$ cat src/trs80_io_pkg.sv
package trs80_io_pkg;

   // data path widths
   localparam int BYTE_W       = 8;
   localparam int HIRES_ADDR_W = 15;   // 128 x 256 bytes of graphics RAM

   // port addresses
   localparam logic [7:0] ADDR_ORCH_L     = 8'h75;
   localparam logic [7:0] ADDR_ORCH_R     = 8'h79;
   localparam logic [7:0] ADDR_HIRES_BASE = 8'h80;   // 80-83
   localparam logic [7:0] ADDR_OPREG_BASE = 8'h84;   // 84-87
   localparam logic [7:0] ADDR_INT_BASE   = 8'he0;   // e0-e3
   localparam logic [7:0] ADDR_MOD_BASE   = 8'hec;   // ec-ef
   localparam logic [7:0] ADDR_CASS_BASE  = 8'hfc;   // fc-ff

   // mode register bits
   localparam int MOD_CPUFAST = 6;

   // hi-res options register bits
   localparam int OPT_GRAPHICS  = 0;
   localparam int OPT_X_DEC     = 2;
   localparam int OPT_Y_DEC     = 3;
   localparam int OPT_X_RD_HOLD = 4;
   localparam int OPT_Y_RD_HOLD = 5;
   localparam int OPT_X_WR_HOLD = 6;
   localparam int OPT_Y_WR_HOLD = 7;

   // interrupt status, rtc position
   localparam int INT_RTC_BIT = 2;

   // rtc periods in z80_clk cycles, scaled down for simulation
   localparam logic [7:0] RTC_PERIOD_SLOW = 8'd50;
   localparam logic [7:0] RTC_PERIOD_FAST = 8'd25;

   typedef enum logic [3:0] {
      PORT_NONE       = 4'd0,
      PORT_ORCH_L     = 4'd1,
      PORT_ORCH_R     = 4'd2,
      PORT_HIRES_X    = 4'd3,
      PORT_HIRES_Y    = 4'd4,
      PORT_HIRES_DATA = 4'd5,
      PORT_HIRES_OPT  = 4'd6,
      PORT_OPREG      = 4'd7,
      PORT_INT        = 4'd8,    // e0-e3
      PORT_MOD_RTC    = 4'd9,    // ec-ef
      PORT_CASS       = 4'd10    // fc-ff
   } io_port_t;

   typedef enum logic [1:0] {
      HIRES_IDLE    = 2'd0,
      HIRES_RD_PEND = 2'd1,
      HIRES_WR_PEND = 2'd2
   } hires_state_t;

endpackage

$ cat src/z80_io_if.sv
`timescale 1ns/1ns

// decoded i/o access, one bus unit to many peripherals
interface z80_io_if;

   trs80_io_pkg::io_port_t port;   // PORT_NONE when no strobe
   logic [1:0] sub;                 // low address bits
   logic [trs80_io_pkg::BYTE_W-1:0] wdata;
   logic rd;                        // iorq_n and rd_n low
   logic wr;                        // iorq_n and wr_n low

   modport bus (
      output port, sub, wdata, rd, wr
   );

   modport periph (
      input port, sub, wdata, rd, wr
   );

endinterface

$ cat src/system_ctrl_regs.sv
`timescale 1ns/1ns

module system_ctrl_regs (
   input  logic z80_clk,
   input  logic z80_rst_n,
   input  logic rtc_tick,
   input  logic cass_in,
   z80_io_if.periph bus,
   output logic [trs80_io_pkg::BYTE_W-1:0] sys_rdata,
   output logic int_n,
   output logic cpu_fast,
   output logic cass_out_sel,
   output logic [1:0] cass_out
);

   logic [7:0] int_mask;   // e0-e3
   logic [7:0] mod_reg;    // ec-ef
   logic [7:0] cass_reg;   // fc-ff
   logic rtc_int;          // pending rtc interrupt
   logic [7:0] int_stat;   // active low status

   always_ff @(posedge z80_clk or negedge z80_rst_n)
   begin
      if (!z80_rst_n)
      begin
         int_mask <= 8'h00;
         mod_reg  <= 8'h00;
         cass_reg <= 8'h00;
      end
      else if (bus.wr)
      begin
         case (bus.port)
            trs80_io_pkg::PORT_INT:     int_mask <= bus.wdata;
            trs80_io_pkg::PORT_MOD_RTC: mod_reg  <= bus.wdata;
            trs80_io_pkg::PORT_CASS:    cass_reg <= bus.wdata;
            default: ;
         endcase
      end
   end

   // rtc latch, a read of ec acknowledges
   always_ff @(posedge z80_clk or negedge z80_rst_n)
   begin
      if (!z80_rst_n)
         rtc_int <= 1'b0;
      else if (bus.rd && bus.port == trs80_io_pkg::PORT_MOD_RTC)
         rtc_int <= 1'b0;   // ack wins over a new tick
      else if (rtc_tick)
         rtc_int <= 1'b1;
   end

   // 0 means active in the status byte
   assign int_stat = ~(8'(rtc_int) << trs80_io_pkg::INT_RTC_BIT);

   always_comb
   begin
      case (bus.port)
         trs80_io_pkg::PORT_INT:  sys_rdata = int_stat;
         trs80_io_pkg::PORT_CASS: sys_rdata = {cass_in, mod_reg[6:1], 1'b0};   // model 4 layout
         default:                 sys_rdata = 8'hff;   // opreg and ec read back nothing
      endcase
   end

   assign int_n        = ~(rtc_int & int_mask[trs80_io_pkg::INT_RTC_BIT]);
   assign cpu_fast     = mod_reg[trs80_io_pkg::MOD_CPUFAST];
   assign cass_out     = {~cass_reg[1], cass_reg[0]};
   assign cass_out_sel = bus.wr & (bus.port == trs80_io_pkg::PORT_CASS);

endmodule

$ cat src/flat_wrapper.sv
// flat-port wrapper written by rule: the top's interface ports become plain ports
module system_ctrl_regs_flat 
  (z80_clk, z80_rst_n, rtc_tick, cass_in, sys_rdata, int_n, cpu_fast, cass_out_sel, cass_out, bus_port, bus_sub, bus_wdata, bus_rd, bus_wr);
  z80_io_if bus_i ();
  input  logic z80_clk;
  input  logic z80_rst_n;
  input  logic rtc_tick;
  input  logic cass_in;
  output logic [trs80_io_pkg::BYTE_W-1:0] sys_rdata;
  output logic int_n;
  output logic cpu_fast;
  output logic cass_out_sel;
  output logic [1:0] cass_out;
  input wire logic [$bits(bus_i.port)-1:0] bus_port;
  input wire logic [$bits(bus_i.sub)-1:0] bus_sub;
  input wire logic [$bits(bus_i.wdata)-1:0] bus_wdata;
  input wire logic [$bits(bus_i.rd)-1:0] bus_rd;
  input wire logic [$bits(bus_i.wr)-1:0] bus_wr;
  assign bus_i.port = bus_port;
  assign bus_i.sub = bus_sub;
  assign bus_i.wdata = bus_wdata;
  assign bus_i.rd = bus_rd;
  assign bus_i.wr = bus_wr;
  system_ctrl_regs u_core (.z80_clk(z80_clk), .z80_rst_n(z80_rst_n), .rtc_tick(rtc_tick), .cass_in(cass_in), .bus(bus_i), .sys_rdata(sys_rdata), .int_n(int_n), .cpu_fast(cpu_fast), .cass_out_sel(cass_out_sel), .cass_out(cass_out));
endmodule
$ cat config.mk
export PLATFORM = sky130hd
export DESIGN_NAME = system_ctrl_regs_flat
export DESIGN_NICKNAME = d
export VERILOG_FILES = /design/src/trs80_io_pkg.sv /design/src/z80_io_if.sv /design/src/system_ctrl_regs.sv /design/src/flat_wrapper.sv
export SDC_FILE = /design/constraint.sdc
export NUM_CORES = 1
export LEC_CHECK = 0
export ABC_AREA = 1
export BUFFER_PORTS_ARGS = -buffer_cell sky130_fd_sc_hd__buf_2
export CAP_MARGIN = 0
export CORE_AREA = 8 8 45 47
export CTS_BUF_LIST = sky130_fd_sc_hd__clkbuf_4
export DETAILED_ROUTE_END_ITERATION = 10
export DIE_AREA = 0 0 53 55
export PLACE_DENSITY = 0.77
export SETUP_SLACK_MARGIN = 0.05
export SYNTH_ARGS = -nofsm -noshare
export SYNTH_HDL_FRONTEND = slang
export SYNTH_SLANG_ARGS = --single-unit
$ cat constraint.sdc
create_clock -name z80_clk -period 1.54 [get_ports z80_clk]
set_input_delay 0.077 -clock z80_clk [delete_from_list [all_inputs] [get_ports z80_clk]]
set_output_delay 0.077 -clock z80_clk [all_outputs]
set_load 0.1 [all_outputs]
==> results, run 1 <==
- For this run, the top clock speed supported by timing is 0.7493 GHz.
- The max capacitance violation total is 0.
- The distinct cell type count after synthesis is 14.
- The leakage power total is 0.4059 nW.
- The die is 53 um wide.
- The routed layout has 564 vias.
- By area the synthesized netlist is led by sky130_fd_sc_hd__dfrtp_1 45%, sky130_fd_sc_hd__nand2_1 18%, sky130_fd_sc_hd__nand3_1 11%.
- The number of clock sinks is 10.
- The endpoint kind of the worst setup timing path is an output port.
- The register with the most flip-flops in the layout has 6 of them.
- The total DRC errors in the routed layout is 0.
- The total count of hold-check failures in the final report is 0.
- The count of buffers added on input and output ports is 29.
- After synthesis, flip-flops and latches occupy 45.45% of the total area.
- The CTS tree is done.
- The type of the worst setup path is flop to output port.
- The number of global-route vias before repair is 514.
- The overall routed net length is 1.417 mm.
- The synthesized netlist occupies a cell area of 550.5 sq um.
- Summing all placed instances gives a cell area of 704.4 sq um.
- In the routed layout, each cell is associated on average with a via count of 4.623.
- The violation count after the first detailed-routing iteration is 7.
- The worst setup path is launched from a flop.
- The finished cells cover 740.7 sq um.
- CTS built an H-tree with a depth of 1.
- The initial antenna violation count is 0.
- Dividing the detail-routed wire length by the instance count gives 11.61 um.
- The final total negative setup slack is 0 ns.
- The routed wire length on met2 is 717 um.
- The worst-case IR drop observed on VDD is 481.9 uV.
- Post-CTS timing repair inserted 0 buffers for setup.
- The routability congestion estimate is 0.7627.
- The final count of negative-setup-slack endpoints is 0.
- The arrival time of data at the critical path endpoint is 1.26 ns.
- The HPWL after detailed placement is 1.101 mm.
- The highest signal layer in the routed design is met4.
- Across every metal layer, demand over resource in global routing totals 10.36%.
- The minimum hold slack is 0.02690 ns.
- The worst path uses 86.66% of the clock period.
- In the detailed route, the total length drawn on met3 is 108 um.
- The flow ran to the end, and the final reports show no timing, DRC or antenna violations.
- The clock transition at the registers of the reported paths is 0.07 ns.
- The net count of the finished layout is 127.
- The die is 55 um tall.
- The number of buffers on the longest clock path is 2.
- Synthesis produced 74 cells.
- The type of the tightest min-delay check is input pin to flop.
- For this run, the number of Yosys warnings is 0.
- Entering global routing, the biggest net connects 13 pins.
- The post-synthesis net count is 94.
- The final number of max-transition violations is 0.
- The effective utilization at floorplan is 39.78%.
- The minimum clock period is 1.335 ns.
- The areal power density over the cells is 1180 nW/um^2.
- The required time of the worst setup path is 1.46 ns.
- Of all cell types, the one taking the most synthesized area is sky130_fd_sc_hd__dfrtp_1.
- The die outline area is 2915 sq um.
- Compared with the post-synthesis result, the final layout area differs by 34.55%.
- The total overflow left after global routing is 0.
- The TritonCTS buffer count is 3.
- Along the worst path, the maximum fanout reaches 3.
- Setup repair after global routing left no endpoint under its margin.
- The remaining max-slew budget at the tightest pin is 67.41%.
- The routed metal-1 wirelength is 551 um.
- The synthesized design devotes to its leading area cell type 45.45% of total area.
- The share of final-layout standard cells stronger than drive strength 1 is 37.74%.
- The final worst clock skew is 0 ns.
- The synthesized design contains 10 register bits.
- Setup slack on the worst reg-to-reg path comes out at 0.66 ns.
- The detailed-router iteration count before antenna repair is 4.
- The count of antenna-violating nets left after detailed routing is 0.
- The first global-routing pass estimated 2.173 mm of wire.
- The region available for standard cell placement spans 1384 sq um.
- At the pin with the least slew margin, the transition time is 0.4923 ns.
- The clock tree root buffer cell is sky130_fd_sc_hd__clkbuf_4.
- Row generation in the floorplan step produced 14 rows.
- The number of ports placed on the die boundary is 33.
- For the worst-skew pair, the clock arrives at the later sink with an insertion delay of 0.27 ns.
- The antenna diode count is 0.
- The average cell area after synthesis is 7.440 sq um.
path summary, 6_finish.rpt:
kind / from / to / depth (start not counted)
setup / recovery: u_core.mod_reg[6] / sys_rdata[6] / 2
hold / removal: bus_rd / u_core.rtc_int / 4
setup reg to reg: u_core.rtc_int / u_core.rtc_int / 3
hold reg to reg: u_core.mod_reg[1] / u_core.mod_reg[1] / 2
max in group asynchronous: z80_rst_n / u_core.mod_reg[6] / 2
min in group asynchronous: z80_rst_n / u_core.mod_reg[1] / 2
report_power, final:
group          switching (mW)  internal (mW)
sequential             0.0252          0.313
combinational           0.278         0.0645
clock                  0.0993         0.0940
logic make-up after synthesis:
logic type | synth area share (%)
flip-flops | 45.45
AND/OR/NAND/NOR | 46.14
buffers and inverters | 8.408
placed cells by master, fill, tap and decap left out:
master / instances
sky130_fd_sc_hd__inv_2: 1
sky130_fd_sc_hd__nand2_1: 26
sky130_fd_sc_hd__dfrtp_2: 1
sky130_fd_sc_hd__nor2_4: 2
sky130_fd_sc_hd__or2_1: 5
sky130_fd_sc_hd__dfrtp_1: 9
sky130_fd_sc_hd__clkinv_1: 1
sky130_fd_sc_hd__nor2_1: 3
sky130_fd_sc_hd__inv_1: 8
sky130_fd_sc_hd__dlygate4sd3_1: 1
sky130_fd_sc_hd__clkbuf_4: 3
sky130_fd_sc_hd__nand2_2: 1
sky130_fd_sc_hd__nand4_1: 1
sky130_fd_sc_hd__or2_2: 2
sky130_fd_sc_hd__nand3_1: 12
sky130_fd_sc_hd__buf_2: 29
sky130_fd_sc_hd__nor2_2: 1
per-stage QoR:
step	setup WS, ns	total power, mW	cells	util [%]
2_1_floorplan	0.06397	0.6261	74	-
3_3_place_gp	0.4273	0.6799	117	50.90
3_5_place_dp	0.4146	0.6859	117	50.90
4_1_cts	0.1983	0.8823	122	53.53
5_1_grt	0.1568	0.9233	122	53.53
6_report	0.2054	0.8739	122	53.53
Yosys cell counts:
cell and instances:
sky130_fd_sc_hd__buf_2 1, sky130_fd_sc_hd__buf_4 1, sky130_fd_sc_hd__dfrtp_1 10, sky130_fd_sc_hd__inv_1 8, sky130_fd_sc_hd__inv_2 1, sky130_fd_sc_hd__nand2_1 26
sky130_fd_sc_hd__nand2_2 1, sky130_fd_sc_hd__nand3_1 12, sky130_fd_sc_hd__nand4_1 1, sky130_fd_sc_hd__nor2_1 3, sky130_fd_sc_hd__nor2_2 1, sky130_fd_sc_hd__nor2_4 2
sky130_fd_sc_hd__or2_1 6, sky130_fd_sc_hd__or2_2 1
final cells by class:
class                   count  area, sq um
clock buffers               3        22.52
clock inverters             1        3.754
fillers                   146        643.1
inverters                   9        33.78
multi-input cells          53        254.0
flip-flops and latches     10        251.5
well taps                  16        20.02
repair buffers             30        155.1
metal layers:
metal	vias up	track usage (%)
met1	251	9.642
met5	-	0
met4	0	7.759
li1	293	-
met2	15	17.97
met3	5	4.278
critical path, stage by stage (launching register included):
cell and delay, ns:
sky130_fd_sc_hd__dfrtp_2 0.41, sky130_fd_sc_hd__or2_2 0.28, sky130_fd_sc_hd__buf_2 0.29
repair_timing:
action | 4_1_cts | 5_1_grt
hold buffers | 1 | 0
endpoints found under the hold margin | 10 | 0
gates resized for setup | 0 | 0
Power figures use the tool's default switching activity.
==> run 2, diff against run 1 <==
- MAX_ROUTING_LAYER: unset -> met4
==> results, run 2 (same netlist as run 1, synthesis figures left out) <==
- Traced cell by cell, the critical path runs through or2_2 -> buf_2.
- The overall routed net length is 1.418 mm.
- Detailed placement ended at an HPWL of 1.101 mm.
- The peak ir drop on the vdd network is 481.6 uV.
- The final layout contains 127 nets.
- The number of buffers inserted by port buffering is 29.
- The critical path in this run is classified as flop to output port.
- The via count normalized by instance count is 4.623.
- The maximum net fanout on the critical path is 3.
- Setup violations remaining at the end of the flow were counted as 0.
- The number of buffers inserted by hold repair at cts is 1.
- The minimum clock period is 1.335 ns.
- The areal power density over the cells is 1180 nW/um^2.
- The fraction of the cycle the final worst path needs is 86.66%.
- The instance count along the most critical hold path is 3.
- The cell depth of the worst flop-to-flop path is 3.
- The clock arrives with 0 ns of skew.
- The remaining max-slew budget at the tightest pin is 67.41%.
- Across the run, the number of max-cap violations was 0.
- The worst setup path is captured at an output port.
- The area added between synthesis and finish is 34.55%.
- The antenna diode count is 0.
- The die outline area is 2915 sq um.
- The detail route stage leaves a number of antenna-violating nets equal to 0.
- The endpoint of the worst register-to-register path is u_core.rtc_int.
- The wire length per cell is 11.62 um.
- Net switching is 46.10% of the power.
- The TritonCTS buffer count is 3.
- The required time of the worst setup path is 1.46 ns.
- For hold timing, the worst endpoint is u_core.mod_reg[6].
- The count of buffers added by post-CTS timing repair for setup is 0.
- Pin placement for this block handled 33 I/O pins.
- The count of H-tree levels built during CTS is 1.
- The total count of hold-check failures in the final report came to 0.
- The detailed router finished its first iteration with 7 violations.
- The first-pass GRT wire length is 2.166 mm.
- The overall global routing resource usage is 10.68%.
- The part of the total power dissipated in combinational logic is 39.2%.
- The share of total power in sequential cells is 38.7%.
- The routed via count is 564.
- The height of the die is 55 um.
- The kind of cell with the highest combined delay along the critical path is flip-flops.
- STA puts the critical path data arrival time at 1.26 ns.
- For this design, the sink count on the clock tree is 10.
- The die outline width is 53 um.
- After routing, the total negative slack on setup checks comes to 0 ns.
- The register with the most flip-flops in the layout has 6 of them.
- The number of global-route vias before repair is 514.
- After clock tree synthesis, the clock-pin slew on the worst setup and hold paths is 0.07 ns.
- The final number of max-transition violations was 0.
- The core region is 1384 sq um.
- The clock network accounts for 22.1% of the total power.
- The post-route netlist has 37.74% of its cells at a drive strength greater than 1.
- Fill cells in the final layout number 146.
- After floorplanning, the core was divided into 14 placement rows.
- The startpoint identified for the worst register-to-register timing path is u_core.rtc_int.
- The initial antenna violation count is 0.
- The commonest non-fill, non-tap cell in the layout is sky130_fd_sc_hd__buf_2.
- The top cell types in the final layout, fill and taps aside, are 29 x sky130_fd_sc_hd__buf_2, 26 x sky130_fd_sc_hd__nand2_1, 12 x sky130_fd_sc_hd__nand3_1.
- The flow ran to the end, and the final reports show no timing, DRC or antenna violations.
- The critical path launch point type is a flop.
- The CTS tree is done.
- At the pin with the least slew margin, the transition time is 0.4923 ns.
- In this run the static leakage power is 0.4059 nW.
- The min-delay analysis places its worst path in the category input pin to flop.
- The count of instances resized after the clock tree is built is 0.
- In this run the deepest clock path goes through 2 buffers.
- In this run the power spent charging and discharging nets is 402.8 uW.
- Summing all placed instances gives a cell area of 704.4 sq um.
- The sum of overflow across all layers after global routing is 0.
- The slowest cell on the critical path is sky130_fd_sc_hd__dfrtp_2.
- Setup repair after global routing left no endpoint under its margin.
- The final cell area excluding filler cells is 740.7 sq um.
- The buffering stage count on the worst path with inverters included is 1.
- The minimum hold slack is 0.02786 ns.
- The maximum number of pins on one net before global-route repair is 13.
- The slack of the worst reg-to-reg path is 0.66 ns.
- The tree is rooted in a sky130_fd_sc_hd__clkbuf_4.
- The congestion estimate from routability-driven global placement came to 0.7726.
- The design internal power is 471.0 uW.
- In this design, the stage delay of the slowest critical-path cell is 0.41 ns.
- The detailed-router iteration count before antenna repair is 4.
- For this configuration, the core starts out at a cell density of 39.78%.
- The maximum frequency from static timing analysis is 0.7493 GHz.
- The total DRC errors in the routed layout is 0.
- The clock latency on the worst-skew pair is 0.27 ns.
- The startpoint identified for the worst hold timing path is bus_wdata[6].
[run 2: cell counts in the layout (fill, tap and decap cells not counted)]
No cell type changed its count.
[run 2: worst reg2reg max path, cell delays in order (launching register included)]
cell and delay [ns]:
sky130_fd_sc_hd__dfrtp_1 0.39, sky130_fd_sc_hd__or2_2 0.29, sky130_fd_sc_hd__nand2_1 0.06, sky130_fd_sc_hd__inv_1 0.03
[run 2: layout make-up]
| cell class | count | area (sq um) | share of cell area [%] |
|---|---|---|---|
| clock buffer | 3 | 22.52 | 3.041 |
| clock inverter | 1 | 3.754 | 0.5068 |
| inverter | 9 | 33.78 | 4.561 |
| multi-input combinational | 53 | 254.0 | 34.29 |
| sequential | 10 | 251.5 | 33.95 |
| tap | 16 | 20.02 | 2.703 |
| timing repair buffer | 30 | 155.1 | 20.95 |
[run 2: routing by layer]
| metal | track usage [%] | part of all wire (%) | up-vias | wire length [um] |
|---|---|---|---|---|
| met1 | 9.953 | 40 | 251 | 566 |
| met5 | - | 0 | - | 0 |
| met3 | 3.743 | 6.6 | 5 | 94 |
| met2 | 17.97 | 51 | 15 | 717 |
| met4 | 7.759 | 2.8 | 0 | 40 |
| li1 | - | - | 293 | - |
[run 2: through the flow]
step | cells | setup WS (ns) | total power, mW | utilization [%]
after floorplan | 74 | 0.06397 | 0.6261 | -
after global placement | 117 | 0.4273 | 0.6799 | 50.90
after detailed placement | 117 | 0.4146 | 0.6859 | 50.90
final | 122 | 0.2054 | 0.8738 | 53.53
after global routing | 122 | 0.1568 | 0.9233 | 53.53
after CTS | 122 | 0.1983 | 0.8823 | 53.53
[run 2: worst max path at each step]
| stage | start | to | slack [ns] | cells after the start |
|---|---|---|---|---|
| 5_1_grt | u_core.mod_reg[6] | sys_rdata[6] | 0.16 | 2 |
| 3_5_place_dp | bus_port[2] | sys_rdata[6] | 0.41 | 5 |
| 4_1_cts | u_core.mod_reg[6] | sys_rdata[6] | 0.20 | 2 |
| 2_1_floorplan | bus_port[3] | sys_rdata[1] | 0.06 | 4 |
| 6_report | u_core.mod_reg[6] | sys_rdata[6] | 0.21 | 2 |
| 3_3_place_gp | bus_port[2] | sys_rdata[6] | 0.43 | 5 |
[run 2: power by group through the flow]
stage,logic (mW),clock network (mW),registers [mW]
after global routing,0.362,0.218,0.344
after detailed placement,0.345,0,0.341
after global placement,0.341,0,0.339
after floorplan,0.250,0,0.376
after CTS,0.347,0.198,0.337
final,0.343,0.193,0.338
