==> src/trs80_io_pkg.sv <==
package trs80_io_pkg;

   // data path widths
   localparam int BYTE_W       = 8;
   localparam int HIRES_ADDR_W = 15;   // 128 x 256 bytes of graphics RAM

   // port addresses
   localparam logic [7:0] ADDR_ORCH_L     = 8'h75;
   localparam logic [7:0] ADDR_ORCH_R     = 8'h79;
   localparam logic [7:0] ADDR_HIRES_BASE = 8'h80;   // 80-83
   localparam logic [7:0] ADDR_OPREG_BASE = 8'h84;   // 84-87
   localparam logic [7:0] ADDR_INT_BASE   = 8'he0;   // e0-e3
   localparam logic [7:0] ADDR_MOD_BASE   = 8'hec;   // ec-ef
   localparam logic [7:0] ADDR_CASS_BASE  = 8'hfc;   // fc-ff

   // mode register bits
   localparam int MOD_CPUFAST = 6;

   // hi-res options register bits
   localparam int OPT_GRAPHICS  = 0;
   localparam int OPT_X_DEC     = 2;
   localparam int OPT_Y_DEC     = 3;
   localparam int OPT_X_RD_HOLD = 4;
   localparam int OPT_Y_RD_HOLD = 5;
   localparam int OPT_X_WR_HOLD = 6;
   localparam int OPT_Y_WR_HOLD = 7;

   // interrupt status, rtc position
   localparam int INT_RTC_BIT = 2;

   // rtc periods in z80_clk cycles, scaled down for simulation
   localparam logic [7:0] RTC_PERIOD_SLOW = 8'd50;
   localparam logic [7:0] RTC_PERIOD_FAST = 8'd25;

   typedef enum logic [3:0] {
      PORT_NONE       = 4'd0,
      PORT_ORCH_L     = 4'd1,
      PORT_ORCH_R     = 4'd2,
      PORT_HIRES_X    = 4'd3,
      PORT_HIRES_Y    = 4'd4,
      PORT_HIRES_DATA = 4'd5,
      PORT_HIRES_OPT  = 4'd6,
      PORT_OPREG      = 4'd7,
      PORT_INT        = 4'd8,    // e0-e3
      PORT_MOD_RTC    = 4'd9,    // ec-ef
      PORT_CASS       = 4'd10    // fc-ff
   } io_port_t;

   typedef enum logic [1:0] {
      HIRES_IDLE    = 2'd0,
      HIRES_RD_PEND = 2'd1,
      HIRES_WR_PEND = 2'd2
   } hires_state_t;

endpackage

==> src/z80_io_if.sv <==
`timescale 1ns/1ns

// decoded i/o access, one bus unit to many peripherals
interface z80_io_if;

   trs80_io_pkg::io_port_t port;   // PORT_NONE when no strobe
   logic [1:0] sub;                 // low address bits
   logic [trs80_io_pkg::BYTE_W-1:0] wdata;
   logic rd;                        // iorq_n and rd_n low
   logic wr;                        // iorq_n and wr_n low

   modport bus (
      output port, sub, wdata, rd, wr
   );

   modport periph (
      input port, sub, wdata, rd, wr
   );

endinterface

==> src/orch90_dac.sv <==
`timescale 1ns/1ns

module orch90_dac (
   input  logic z80_clk,
   input  logic z80_rst_n,
   z80_io_if.periph bus,
   output logic orch90l_out,
   output logic orch90r_out
);

   logic [7:0] sample [2];   // 0 left, 1 right
   logic [7:0] acc [2];      // first order pdm accumulators
   logic [1:0] pdm;          // registered carries
   logic [1:0] load;

   assign load[0] = bus.wr & (bus.port == trs80_io_pkg::PORT_ORCH_L);
   assign load[1] = bus.wr & (bus.port == trs80_io_pkg::PORT_ORCH_R);

   always_ff @(posedge z80_clk or negedge z80_rst_n)
   begin
      if (!z80_rst_n)
      begin
         for (int ch = 0; ch < 2; ch++)
         begin
            sample[ch] <= 8'h00;
            acc[ch]    <= 8'h00;
         end
         pdm <= 2'b00;
      end
      else
      begin
         for (int ch = 0; ch < 2; ch++)
         begin
            if (load[ch])
               sample[ch] <= bus.wdata;
            // signed sample to offset binary, carry is the pulse
            {pdm[ch], acc[ch]} <= {1'b0, acc[ch]} + {1'b0, sample[ch] ^ 8'h80};
         end
      end
   end

   assign orch90l_out = pdm[0];
   assign orch90r_out = pdm[1];

endmodule

==> src/flat_wrapper.sv <==
// flat-port wrapper written by rule: the top's interface ports become plain ports
module orch90_dac_flat 
  (z80_clk, z80_rst_n, orch90l_out, orch90r_out, bus_port, bus_sub, bus_wdata, bus_rd, bus_wr);
  z80_io_if bus_i ();
  input  logic z80_clk;
  input  logic z80_rst_n;
  output logic orch90l_out;
  output logic orch90r_out;
  input wire logic [$bits(bus_i.port)-1:0] bus_port;
  input wire logic [$bits(bus_i.sub)-1:0] bus_sub;
  input wire logic [$bits(bus_i.wdata)-1:0] bus_wdata;
  input wire logic [$bits(bus_i.rd)-1:0] bus_rd;
  input wire logic [$bits(bus_i.wr)-1:0] bus_wr;
  assign bus_i.port = bus_port;
  assign bus_i.sub = bus_sub;
  assign bus_i.wdata = bus_wdata;
  assign bus_i.rd = bus_rd;
  assign bus_i.wr = bus_wr;
  orch90_dac u_core (.z80_clk(z80_clk), .z80_rst_n(z80_rst_n), .bus(bus_i), .orch90l_out(orch90l_out), .orch90r_out(orch90r_out));
endmodule
==> config.mk <==
export PLATFORM = sky130hd
export DESIGN_NAME = orch90_dac_flat
export DESIGN_NICKNAME = d
export VERILOG_FILES = /design/src/trs80_io_pkg.sv /design/src/z80_io_if.sv /design/src/orch90_dac.sv /design/src/flat_wrapper.sv
export SDC_FILE = /design/constraint.sdc
export NUM_CORES = 1
export LEC_CHECK = 0
export ABC_AREA = 1
export BUFFER_PORTS_ARGS = -buffer_cell sky130_fd_sc_hd__buf_4
export CORE_MARGIN = 4
export CORE_UTILIZATION = 45
export DETAILED_ROUTE_END_ITERATION = 10
export GPL_ROUTABILITY_DRIVEN = 0
export PLACE_DENSITY = 0.66
export SLEW_MARGIN = 0
export SYNTH_ARGS = -nofsm -noshare
export SYNTH_HDL_FRONTEND = slang
export SYNTH_SLANG_ARGS = --single-unit
==> constraint.sdc <==
create_clock -name z80_clk -period 1.3 [get_ports z80_clk]
set_input_delay 0.26 -clock z80_clk [delete_from_list [all_inputs] [get_ports z80_clk]]
set_output_delay 0.26 -clock z80_clk [all_outputs]
set_load 0.005 [all_outputs]
==> metrics.txt, run 1 <==
run status complete, but fails checks; violated checks negative setup slack; Syn Area/Cell 9.225 µm²; Initial Utilization ~46%; top-count cell post-synth nand2_1; Clock power frac 14.7%; actual slew at the worst max-slew pin ~0.44 ns; YS warnings 0; chip height 72.19 µm; Pleak 1.252 nW; NetSw ~0.0020 W; Max Root-Sink Buffers 2; Mapped Cells 201; Antenna Nets Post-Route 0; vias in the first global route 1,301; Global Route Usage Sum 13.60%; placed cell count 281; CP Class register to register; GRT overflow 0; EDFF count, synth 0; critical-path cell list ha_2 > fa_2 > nand2_2 > nand2_2 > nand3b_1 > nand2_1 > nand2_1 > nand2_1; RSZ-0062 raised after global routing true; DR WL met2 ~1500 µm; Clock Skew 0.004977 ns; area share of the largest cell type after synthesis 45.88%; fmax 681.4 MHz; die area roughly 5200 µm²; number of input and output port buffers inserted 16; Final nets 280; initial antenna violation count 0; post-synthesis net count 237; Startpoint Class register; clock root buffer master clkbuf_8; DR WL/cell 10.99 µm; area delta synth->final 35.69%; Setup crit start u_core.sample[0]; Final WS setup -0.1675 ns; Post-synth top cells 64 x nand2_1, 34 x dfrtp_1, 26 x inv_1; CTS Buf Count 5; routed wire length 3243 µm; CTS sink cnt 34; clock-pin slew on the worst setup and hold paths 0.07 ns; end of the worst register-to-register path u_core.pdm[1]; Critical Path Stages 8; setup TNS -0.7207 ns; H-tree levels 2; top post-synthesis cells by area dfrtp_1 46%, nand2_1 13%, ha_1 11%; max-cap viol count 0; critical path arrival 1.64 ns; Tcrit/Tclk final 112.9%; Seq/Total Area, Yosys between 40% and 50%; standard-cell rows 23; largest net degree at the start of global routing 35; #FFs+latches synth 34; Reg2Reg Setup Slack -0.17 ns; post-detail-place hpwl 2207 µm; WP buf/inv 0; clk_lat worst skew 0.28 ns; minimum clock period 1.468 ns; Via density approximately 4.7; Die Wd 72.19 µm; Post-Synthesis Cell Area 1854 µm²; IO Pins 20; Slew Limit Fails 0; Largest delay share family, worst path adder cells; hold crit path type primary input to register; CTS tree built; Comb pwr share a little over half; Final Hold Viols 0; worst IR drop on VDD 0.0009467 V; Synth area leader dfrtp_1; drt pass-1 iters 4; n_diodes 0; top layer in use met4; Pwr Density roughly 2200 nW/µm²; met1 WL 1517 µm; Switching Share 36.16%; 1st-iter DRT viols 40; Setup crit end u_core.pdm[1]; placed inst area 2147 µm²; CP endpoint kind register; RR Startpoint u_core.sample[0]; total power 0.005421 W; filler-free cell count of the finished design around 300; design area 2516 µm²; share of cells above drive strength 1 44.90%; Most used DFF post-synth dfrtp_1; routed vias 1,387; Core Box Area roughly 4000 µm²; R2R depth 8; peak fanout along the critical path 2; first-pass GRT wire length 5513 µm; register share of total power 32.4%; critical path's largest stage delay 0.39 ns; Critical Path RT 1.47 ns; DR WL met3 187 µm; cell-internal power 0.003461 W; synth unique cells 19; final setup vio count 9; Slew HR 70.79%; slowest stage cell, crit path dfrtp_1; Most common cell on crit path nand2_1; # DRC 0; asr flop ratio synth 100.0%
-- worst register-to-register path, delay by kind of cell, from the launching register on --
kind	cells	cell delay (ns)
adder cells (fa/ha/maj)	2	0.54
flip-flops	1	0.39
AND/OR/NAND/NOR	6	0.43
-- metrics by stage --
stage          hold WS [ns]  util (%)  setup slack, ns
3_3_place_gp         0.2380     53.68          -0.1413
4_1_cts              0.2434     57.21          -0.1757
6_report             0.2513     62.90          -0.1675
2_1_floorplan      -0.03559         -         -0.06044
3_5_place_dp         0.2378     53.68          -0.1505
5_1_grt              0.2504     62.90          -0.2916
-- sequential cells by signal, summed over array words and instances, names as in the netlist --
name           count
u_core.pdm         2
u_core.sample     16
u_core.acc        16
-- metal layers --
metal	up-vias	GRT usage (%)
li1	724	-
met1	624	17.63
met2	33	20.73
met3	6	4.294
met4	0	6.263
met5	-	0
-- cell usage in the layout (no fill, tap or decap) --
cell type,Yosys,layout
nand2_1,64,48
nand4_4,1,1
a21oi_2,0,2
xor2_1,2,2
a21oi_1,6,4
fa_2,0,2
nand3_1,8,4
or2_2,4,2
ha_2,0,2
inv_2,1,1
nor2_1,7,4
dlygate4sd3_1,0,1
nor2_4,1,1
buf_4,0,33
or2_4,0,2
xnor2_1,4,4
ha_4,0,11
dfrtp_1,34,34
clkinv_2,0,1
o21ai_2,16,16
buf_6,2,4
nand3_2,1,5
ha_1,16,3
inv_1,26,26
nand3b_1,4,4
nand2_2,2,18
nor2_2,0,3
clkbuf_1,0,1
clkbuf_8,0,6
-- power by group through the flow --
stage / registers [W] / clock network (W) / logic, W
6_report: 0.00176 / 0.000798 / 0.00286
5_1_grt: 0.00180 / 0.000882 / 0.00325
4_1_cts: 0.00167 / 0.000834 / 0.00235
3_5_place_dp: 0.00167 / 0 / 0.00224
3_3_place_gp: 0.00165 / 0 / 0.00220
2_1_floorplan: 0.00163 / 0 / 0.00155
-- how the worst min path moves through the flow --
| stage | end | start | depth (start not counted) |
|---|---|---|---|
| 2_1_floorplan | u_core.acc[0] | z80_rst_n | 0 |
| 3_3_place_gp | u_core.acc[1] | z80_rst_n | 1 |
| 3_5_place_dp | u_core.acc[1] | z80_rst_n | 1 |
| 4_1_cts | u_core.sample[1] | bus_wdata[1] | 3 |
| 5_1_grt | u_core.sample[9] | bus_wdata[1] | 3 |
| 6_report | u_core.sample[14] | bus_wdata[6] | 3 |
-- logic make-up after synthesis --
| group | count (synthesis) | synth area share [%] |
|---|---|---|
| compound gates | 22 | 9.177 |
| fa+ha+maj | 18 | 12.96 |
| xor+xnor | 6 | 2.834 |
| flops | 34 | 45.88 |
| buf+inv | 29 | 6.680 |
| simple gates | 92 | 22.47 |
-- what timing repair did --
action | CTS | global route
hold buffers | 1 | 0
endpoints found under the hold margin | 34 | 0
pin swaps | 3 | 24
endpoints found under the setup margin | 11 | 13
resized for setup | 4 | 38
setup buffers | 1 | 5
-- cell type report --
cell class                 count  area, µm²
timing repair buffer          38      302.8
tap                           50      62.56
clock buffer                   7      86.33
multi-input combinational    138       1107
clock inverter                 1      5.005
fill                         336       1484
sequential                    34      850.8
inverter                      27      101.3
Note: power is estimated with default switching activity, not from simulation.
==> run 2, diff against run 1 <==
--- a/config.mk
+++ b/config.mk
@@ -5,13 +5,13 @@
 export SDC_FILE = /design/constraint.sdc
 export NUM_CORES = 1
 export LEC_CHECK = 0
-export ABC_AREA = 1
+export ABC_AREA = 0
 export BUFFER_PORTS_ARGS = -buffer_cell sky130_fd_sc_hd__buf_4
 export CORE_MARGIN = 4
 export CORE_UTILIZATION = 45
 export DETAILED_ROUTE_END_ITERATION = 10
 export GPL_ROUTABILITY_DRIVEN = 0
-export PLACE_DENSITY = 0.66
+export PLACE_DENSITY = 0.67
 export SLEW_MARGIN = 0
 export SYNTH_ARGS = -nofsm -noshare
 export SYNTH_HDL_FRONTEND = slang
==> metrics.txt, run 2 <==
Synth area leader dfrtp_1; grt met2 use 26.80% (+6.1 points); GRT overflow 0 (unchanged); area of the multi-input gates 937.1 µm² (-15%); Initial Utilization 46.48% (+0.12 points); Post-Synthesis Cell Area 1702 µm² (-8.2%); synth unique cells 31 (+12); Global Route Usage Sum 15.14% (+1.5 points); peak fanout along the critical path 3 (+1); Core Box Area 3661 µm² (-8.5%); register area 850.8 µm² (unchanged); minimum clock period 1.669 ns (+0.2016 ns); Post-synth top cells 34 x dfrtp_1, 16 x ha_1, 16 x mux2_2; Startpoint Class register; Antenna Nets Post-Route 0 (unchanged); share of cells above drive strength 1 48.09% (+3.2 points); Most used DFF post-synth dfrtp_1; fmax 599.1 MHz (-12%); CP Class register to register; YS warnings 0 (unchanged); die area 4830 µm² (-7.3%); total power 0.005698 W (+5.1%); worst IR drop on VDD 0.001440 V (+52%); area share of the largest cell type after synthesis 50.00% (+4.1 points); design area 2313 µm² (-8.1%); Seq/Total Area, Yosys 50.00% (+4.1 points); post-detail-place hpwl 2517 µm (+14%); routed wire length 3429 µm (+5.7%); Slew Limit Fails 0 (unchanged); chip height 69.50 µm (-3.7%); routed vias 1,186 (-14%); Mapped Cells 132 (-34%); hold crit path type primary input to register; Final Hold Viols 0 (unchanged); clock-pin slew on the worst setup and hold paths 0.07 ns (about the same); most common cell after layout, fill and taps aside buf_4; DR WL/cell 14.84 µm (+35%); top post-synthesis cells by area dfrtp_1 50%, ha_1 12%, mux2_2 11%; # DRC 0 (unchanged); vias in the first global route 1,283 (-1.4%); CP endpoint kind register; IO Pins 20 (unchanged); CTS Buf Count 5 (unchanged); met1 Track Usage GR 16.43% (-1.2 points); CTS tree built; Slew HR 71.84% (+1.0 points); clk_lat worst skew 0.29 ns (about the same); area delta synth->final 35.96%; run status complete, but fails checks; post-synthesis net count 168 (-29%); actual slew at the worst max-slew pin 0.4224 ns (-0.01570 ns); RSZ-0062 raised after global routing true; Final nets 218 (-22%); n_diodes 0 (unchanged); final setup vio count 14 (+5); GR Layer Usage met3 3.623% (-0.67 points); placed cell count 220 (-22%); placed inst area 2111 µm² (-1.7%); first-pass GRT wire length 5727 µm (+3.9%); Critical Path RT 1.47 ns (about the same); drt pass-1 iters 4 (unchanged); EDFF count, synth 0 (unchanged); asr flop ratio synth 100.0% (unchanged); Tcrit/Tclk final 128.4% (+16 points); Die Wd 69.50 µm (-3.7%); CTS sink cnt 34 (unchanged); fillcell total 289 (-14%); Final WS setup -0.3692 ns (-0.2016 ns); number of input and output port buffers inserted 16 (unchanged); top-count cell post-synth dfrtp_1; largest net degree at the start of global routing 35 (unchanged); final core utilization 63.19% (+0.29 points); clock root buffer master clkbuf_8; Max Root-Sink Buffers 2 (unchanged); filler-free cell count of the finished design 231 (-22%); violated checks negative setup slack; Syn Area/Cell 12.89 µm² (+40%); commonest cells after routing, fill and taps aside 37 x buf_4, 34 x dfrtp_1, 16 x mux2_2, 11 x ha_1, 8 x inv_1; Via density 5.134 (+9.2%); 1st-iter DRT viols 34 (-15%); Most Crowded Layer GR met2; Pleak 1.108 nW (-12%); initial antenna violation count 0 (unchanged); Clock Skew 0.004807 ns (-0.0001706 ns); Regs by FF count u_core.acc: 16 flops, u_core.sample: 16 flops, u_core.pdm: 2 flops; #FFs+latches synth 34 (unchanged); max-cap viol count 0 (unchanged); standard-cell rows 22 (-4.3%); Pwr Density 2463 nW/µm² (+14%); H-tree levels 2 (unchanged); critical path arrival 1.84 ns (+0.20 ns)
==> run 2: cell types whose count changed after synthesis, sizes merged, moves of 3 or more <==
cell   delta
a21o      +5
o21ai    -13
inv      -19
o21a      +3
or2       -4
nand3     -7
nand2    -64
nor3      +4
nor2      -3
mux2     +16
==> run 2: timing repair <==
action,4_1_cts,5_1_grt
gates resized for setup,9,12
hold buffers,1,0
buffers inserted,0,5
hold endpoints to repair,34,0
pin swaps,1,19
setup endpoints to repair,13,14
==> run 2: final cells by class <==
class,instances,area share [%]
Multi-Input combinational cell,90,40.51
Timing Repair Buffer,43,14.87
Clock inverter,1,0.2163
Tap cell,48,2.596
Sequential cell,34,36.78
Clock buffer,7,3.732
Inverter,8,1.298
==> run 2: worst max-delay path: stages (launching register included) <==
cell	delay [ns]
dfrtp_1	0.38
ha_2	0.19
fa_2	0.36
a21o_1	0.20
a21oi_4	0.18
a2bb2oi_2	0.17
a22oi_1	0.08
==> run 2: stage by stage <==
| step | hold slack [ns] | worst slack [ns] | setup TNS, ns |
|---|---|---|---|
| after floorplan | -0.03559 | -0.2807 | -1.597 |
| after global placement | 0.2249 | -0.2989 | -2.278 |
| after detailed placement | 0.2298 | -0.3604 | -2.962 |
| after CTS | 0.2033 | -0.3671 | -2.789 |
| after global routing | 0.2058 | -0.4392 | -4.110 |
| final | 0.2103 | -0.3692 | -3.251 |
==> run 2: logic make-up after synthesis <==
family / after synthesis / share of synthesized area (%)
AOI/OAI and AO/OA: 27 / 11.54
xor gates and xnor gates: 9 / 4.632
adders and majority gates: 18 / 14.12
buffers and inverters: 8 / 1.765
DFF: 34 / 50.00
muxes: 16 / 10.59
and+or+nand+nor: 20 / 7.354
==> run 2: final timing paths <==
kind	to	startpoint	cells after the start	slack (ns)
setup / recovery	u_core.acc[6]	u_core.sample[0]	6	-0.37
hold / removal	u_core.sample[7]	bus_wdata[7]	2	0.21
setup reg to reg	u_core.acc[6]	u_core.sample[0]	6	-0.37
hold reg to reg	u_core.acc[8]	u_core.acc[8]	1	0.51
max in group asynchronous	u_core.sample[8]	z80_rst_n	2	0.54
min in group asynchronous	u_core.acc[7]	z80_rst_n	2	0.46
==> run 2: metal layers <==
metal	routed length, µm	share of wire, %	vias up
met2	1922	56	11
met5	0	0	-
met1	1355	40	590
li1	-	-	579
met3	80	2.3	6
met4	71	2.1	0
==> run 2: power breakdown <==
group / internal, W / leakage (nW) / switching (W) / total [W]
clock: 0.000427 / 0.0482 / 0.000380 / 0.000807
combinational: 0.00176 / 0.653 / 0.00142 / 0.00318
sequential: 0.00149 / 0.406 / 0.000223 / 0.00171
==> run 3, diff against run 2 <==
--- a/config.mk
+++ b/config.mk
@@ -6,12 +6,11 @@
 export NUM_CORES = 1
 export LEC_CHECK = 0
 export ABC_AREA = 0
-export BUFFER_PORTS_ARGS = -buffer_cell sky130_fd_sc_hd__buf_4
 export CORE_MARGIN = 4
 export CORE_UTILIZATION = 45
 export DETAILED_ROUTE_END_ITERATION = 10
+export DONT_BUFFER_PORTS = 1
 export GPL_ROUTABILITY_DRIVEN = 0
-export PLACE_DENSITY = 0.67
 export SLEW_MARGIN = 0
 export SYNTH_ARGS = -nofsm -noshare
 export SYNTH_HDL_FRONTEND = slang
==> constraint.sdc (replaced) <==
create_clock -name z80_clk -period 1.3 [get_ports z80_clk]
set_input_delay 0.26 -clock z80_clk [delete_from_list [all_inputs] [get_ports z80_clk]]
set_output_delay 0.26 -clock z80_clk [all_outputs]
set_load 0.05 [all_outputs]
==> metrics.txt, run 3 (synthesized netlist as in run 2, its figures left out) <==
placed inst area 2021 µm² (-4.3%); Pwr Density 2587 nW/µm² (+5.1%); most common cell after layout, fill and taps aside dfrtp_1; design area 2292 µm² (-0.92%); standard-cell rows 22 (unchanged); clock-pin slew on the worst setup and hold paths 0.07 ns (about the same); initial antenna violation count 0 (unchanged); fillcell total 279 (-3.5%); share of cells above drive strength 1 47.16% (-0.93 points); drt pass-1 iters 4 (unchanged); violated checks negative setup slack; CTS tree built; Global Route Usage Sum 14.31% (-0.84 points); CTS Buf Count 5 (unchanged); minimum clock period 1.660 ns (-0.009645 ns); RSZ-0062 raised after global routing true; largest net degree at the start of global routing 35 (unchanged); Startpoint Class register; max-cap viol count 0 (unchanged); 1st-iter DRT viols 36 (+5.9%); Clock Skew 0.006614 ns (+0.001807 ns); commonest cells after routing, fill and taps aside 34 x dfrtp_1, 31 x buf_4, 16 x mux2_2, 11 x ha_1; Final nets 211 (-3.2%); slowest stage cell, crit path dfrtp_1; Die Wd 69.50 µm (unchanged); CTS sink cnt 34 (unchanged); fmax 602.6 MHz (+0.58%); Core Box Area 3661 µm² (unchanged); routed vias 1,147 (-3.3%); post-detail-place hpwl 2304 µm (-8.5%); first-pass GRT wire length 5526 µm (-3.5%); Final Hold Viols 0 (unchanged); run status complete, but fails checks; filler-free cell count of the finished design 224 (-3.0%); CP Class register to register; chip height 69.50 µm (unchanged); Final WS setup -0.3595 ns (+0.009645 ns); final setup vio count 14 (unchanged); hold crit path type primary input to register; CP endpoint kind register; # DRC 0 (unchanged); clock root buffer master clkbuf_8; Antenna Nets Post-Route 0 (unchanged); Slew HR 70.20% (-1.6 points); Initial Utilization 46.48% (unchanged); critical-path cell list ha_2 > fa_2 > a21o_1 > a21oi_2 > a2bb2oi_2 > a21oi_1; Pleak 1.092 nW (-1.4%); Tcrit/Tclk final 127.7% (-0.74 points); peak fanout along the critical path 3 (unchanged); routed wire length 3079 µm (-10%); vias in the first global route 1,248 (-2.7%); placed cell count 208 (-5.5%); critical path's largest stage delay 0.39 ns (about the same); n_diodes 0 (unchanged); Critical Path RT 1.46 ns (about the same); Slew Limit Fails 0 (unchanged); number of input and output port buffers inserted 0 (-16); area delta synth->final 34.71%; DR WL/cell 13.75 µm (-7.4%); Via density 5.121 (-0.27%); die area 4830 µm² (unchanged); worst IR drop on VDD 0.001251 V (-13%); clk_lat worst skew 0.28 ns (about the same); Max Root-Sink Buffers 2 (unchanged); Regs by FF count u_core.acc: 16 flops, u_core.sample: 16 flops, u_core.pdm: 2 flops; H-tree levels 2 (unchanged); critical path arrival 1.82 ns (-0.02 ns); IO Pins 20 (unchanged); final core utilization 62.61% (-0.58 points); GRT overflow 0 (unchanged); actual slew at the worst max-slew pin 0.4473 ns (+0.02490 ns)
==> run 3: cell types whose count changed in the layout (fill, tap and decap cells not counted), sizes merged <==
cell	before	now
clkbuf	7	8
clkinv	1	0
buf	42	35
==> run 3: through the flow <==
stage	hold WS [ns]	worst slack [ns]	TNS, ns	total power, W
3_3_place_gp	-0.03465	-0.3022	-2.306	0.004460
5_1_grt	0.1117	-0.4412	-3.728	0.006460
6_report	0.1294	-0.3595	-2.810	0.005931
4_1_cts	0.1219	-0.3750	-2.771	0.005702
3_5_place_dp	-0.03477	-0.3683	-2.630	0.004579
2_1_floorplan	-0.03559	-0.2807	-1.597	0.003580
==> run 3: repair_timing <==
item	CTS	global route
gates resized for setup	6	12
hold endpoints to repair	34	0
pin swaps	7	8
endpoints found under the setup margin	14	14
hold buffers	2	0
setup buffers	3	5
==> run 3: final timing paths <==
| path | from | to | slack [ns] | cells past startpoint |
|---|---|---|---|---|
| hold reg to reg | u_core.sample[7] | u_core.sample[7] | 0.50 | 1 |
| setup / recovery | u_core.sample[0] | u_core.pdm[1] | -0.36 | 6 |
| hold / removal | bus_wdata[7] | u_core.sample[7] | 0.13 | 1 |
| min in group asynchronous | z80_rst_n | u_core.acc[9] | 0.43 | 2 |
| max in group asynchronous | z80_rst_n | u_core.acc[12] | 0.69 | 2 |
| setup reg to reg | u_core.sample[0] | u_core.pdm[1] | -0.36 | 6 |
==> run 3: area by class of cell <==
class / instances / area [µm²] / area share [%]
flip-flops and latches: 34 / 850.8 / 37.12
multi-input cells: 90 / 944.7 / 41.21
well taps: 48 / 60.06 / 2.620
clock buffers: 8 / 110.1 / 4.804
inverters: 8 / 30.03 / 1.310
repair buffers: 36 / 296.5 / 12.94
==> run 3: power by group <==
group	internal (W)	total, W	leakage [nW]	switching [W]
clock	0.000534	0.000888	0.0575	0.000354
combinational	0.00185	0.00323	0.629	0.00138
sequential	0.00149	0.00181	0.406	0.000327
total	0.00387	0.00593	1.09	0.00206
==> run 3: critical path, delay by kind of cell, from the launching register on <==
family,cells,cell delay (ns)
adder cells (fa/ha/maj),2,0.54
flip-flops,1,0.39
AO/OA/AOI/OAI,4,0.62
==> run 3: per-layer routing <==
metal	wire, µm	global-route usage (%)	part of all wire, %	vias to the layer above
met5	0	0	0	-
met2	1439	22.25	47	22
met3	225	5.652	7.3	5
met1	1376	18.28	45	561
li1	-	-	-	559
met4	38	4.555	1.2	0
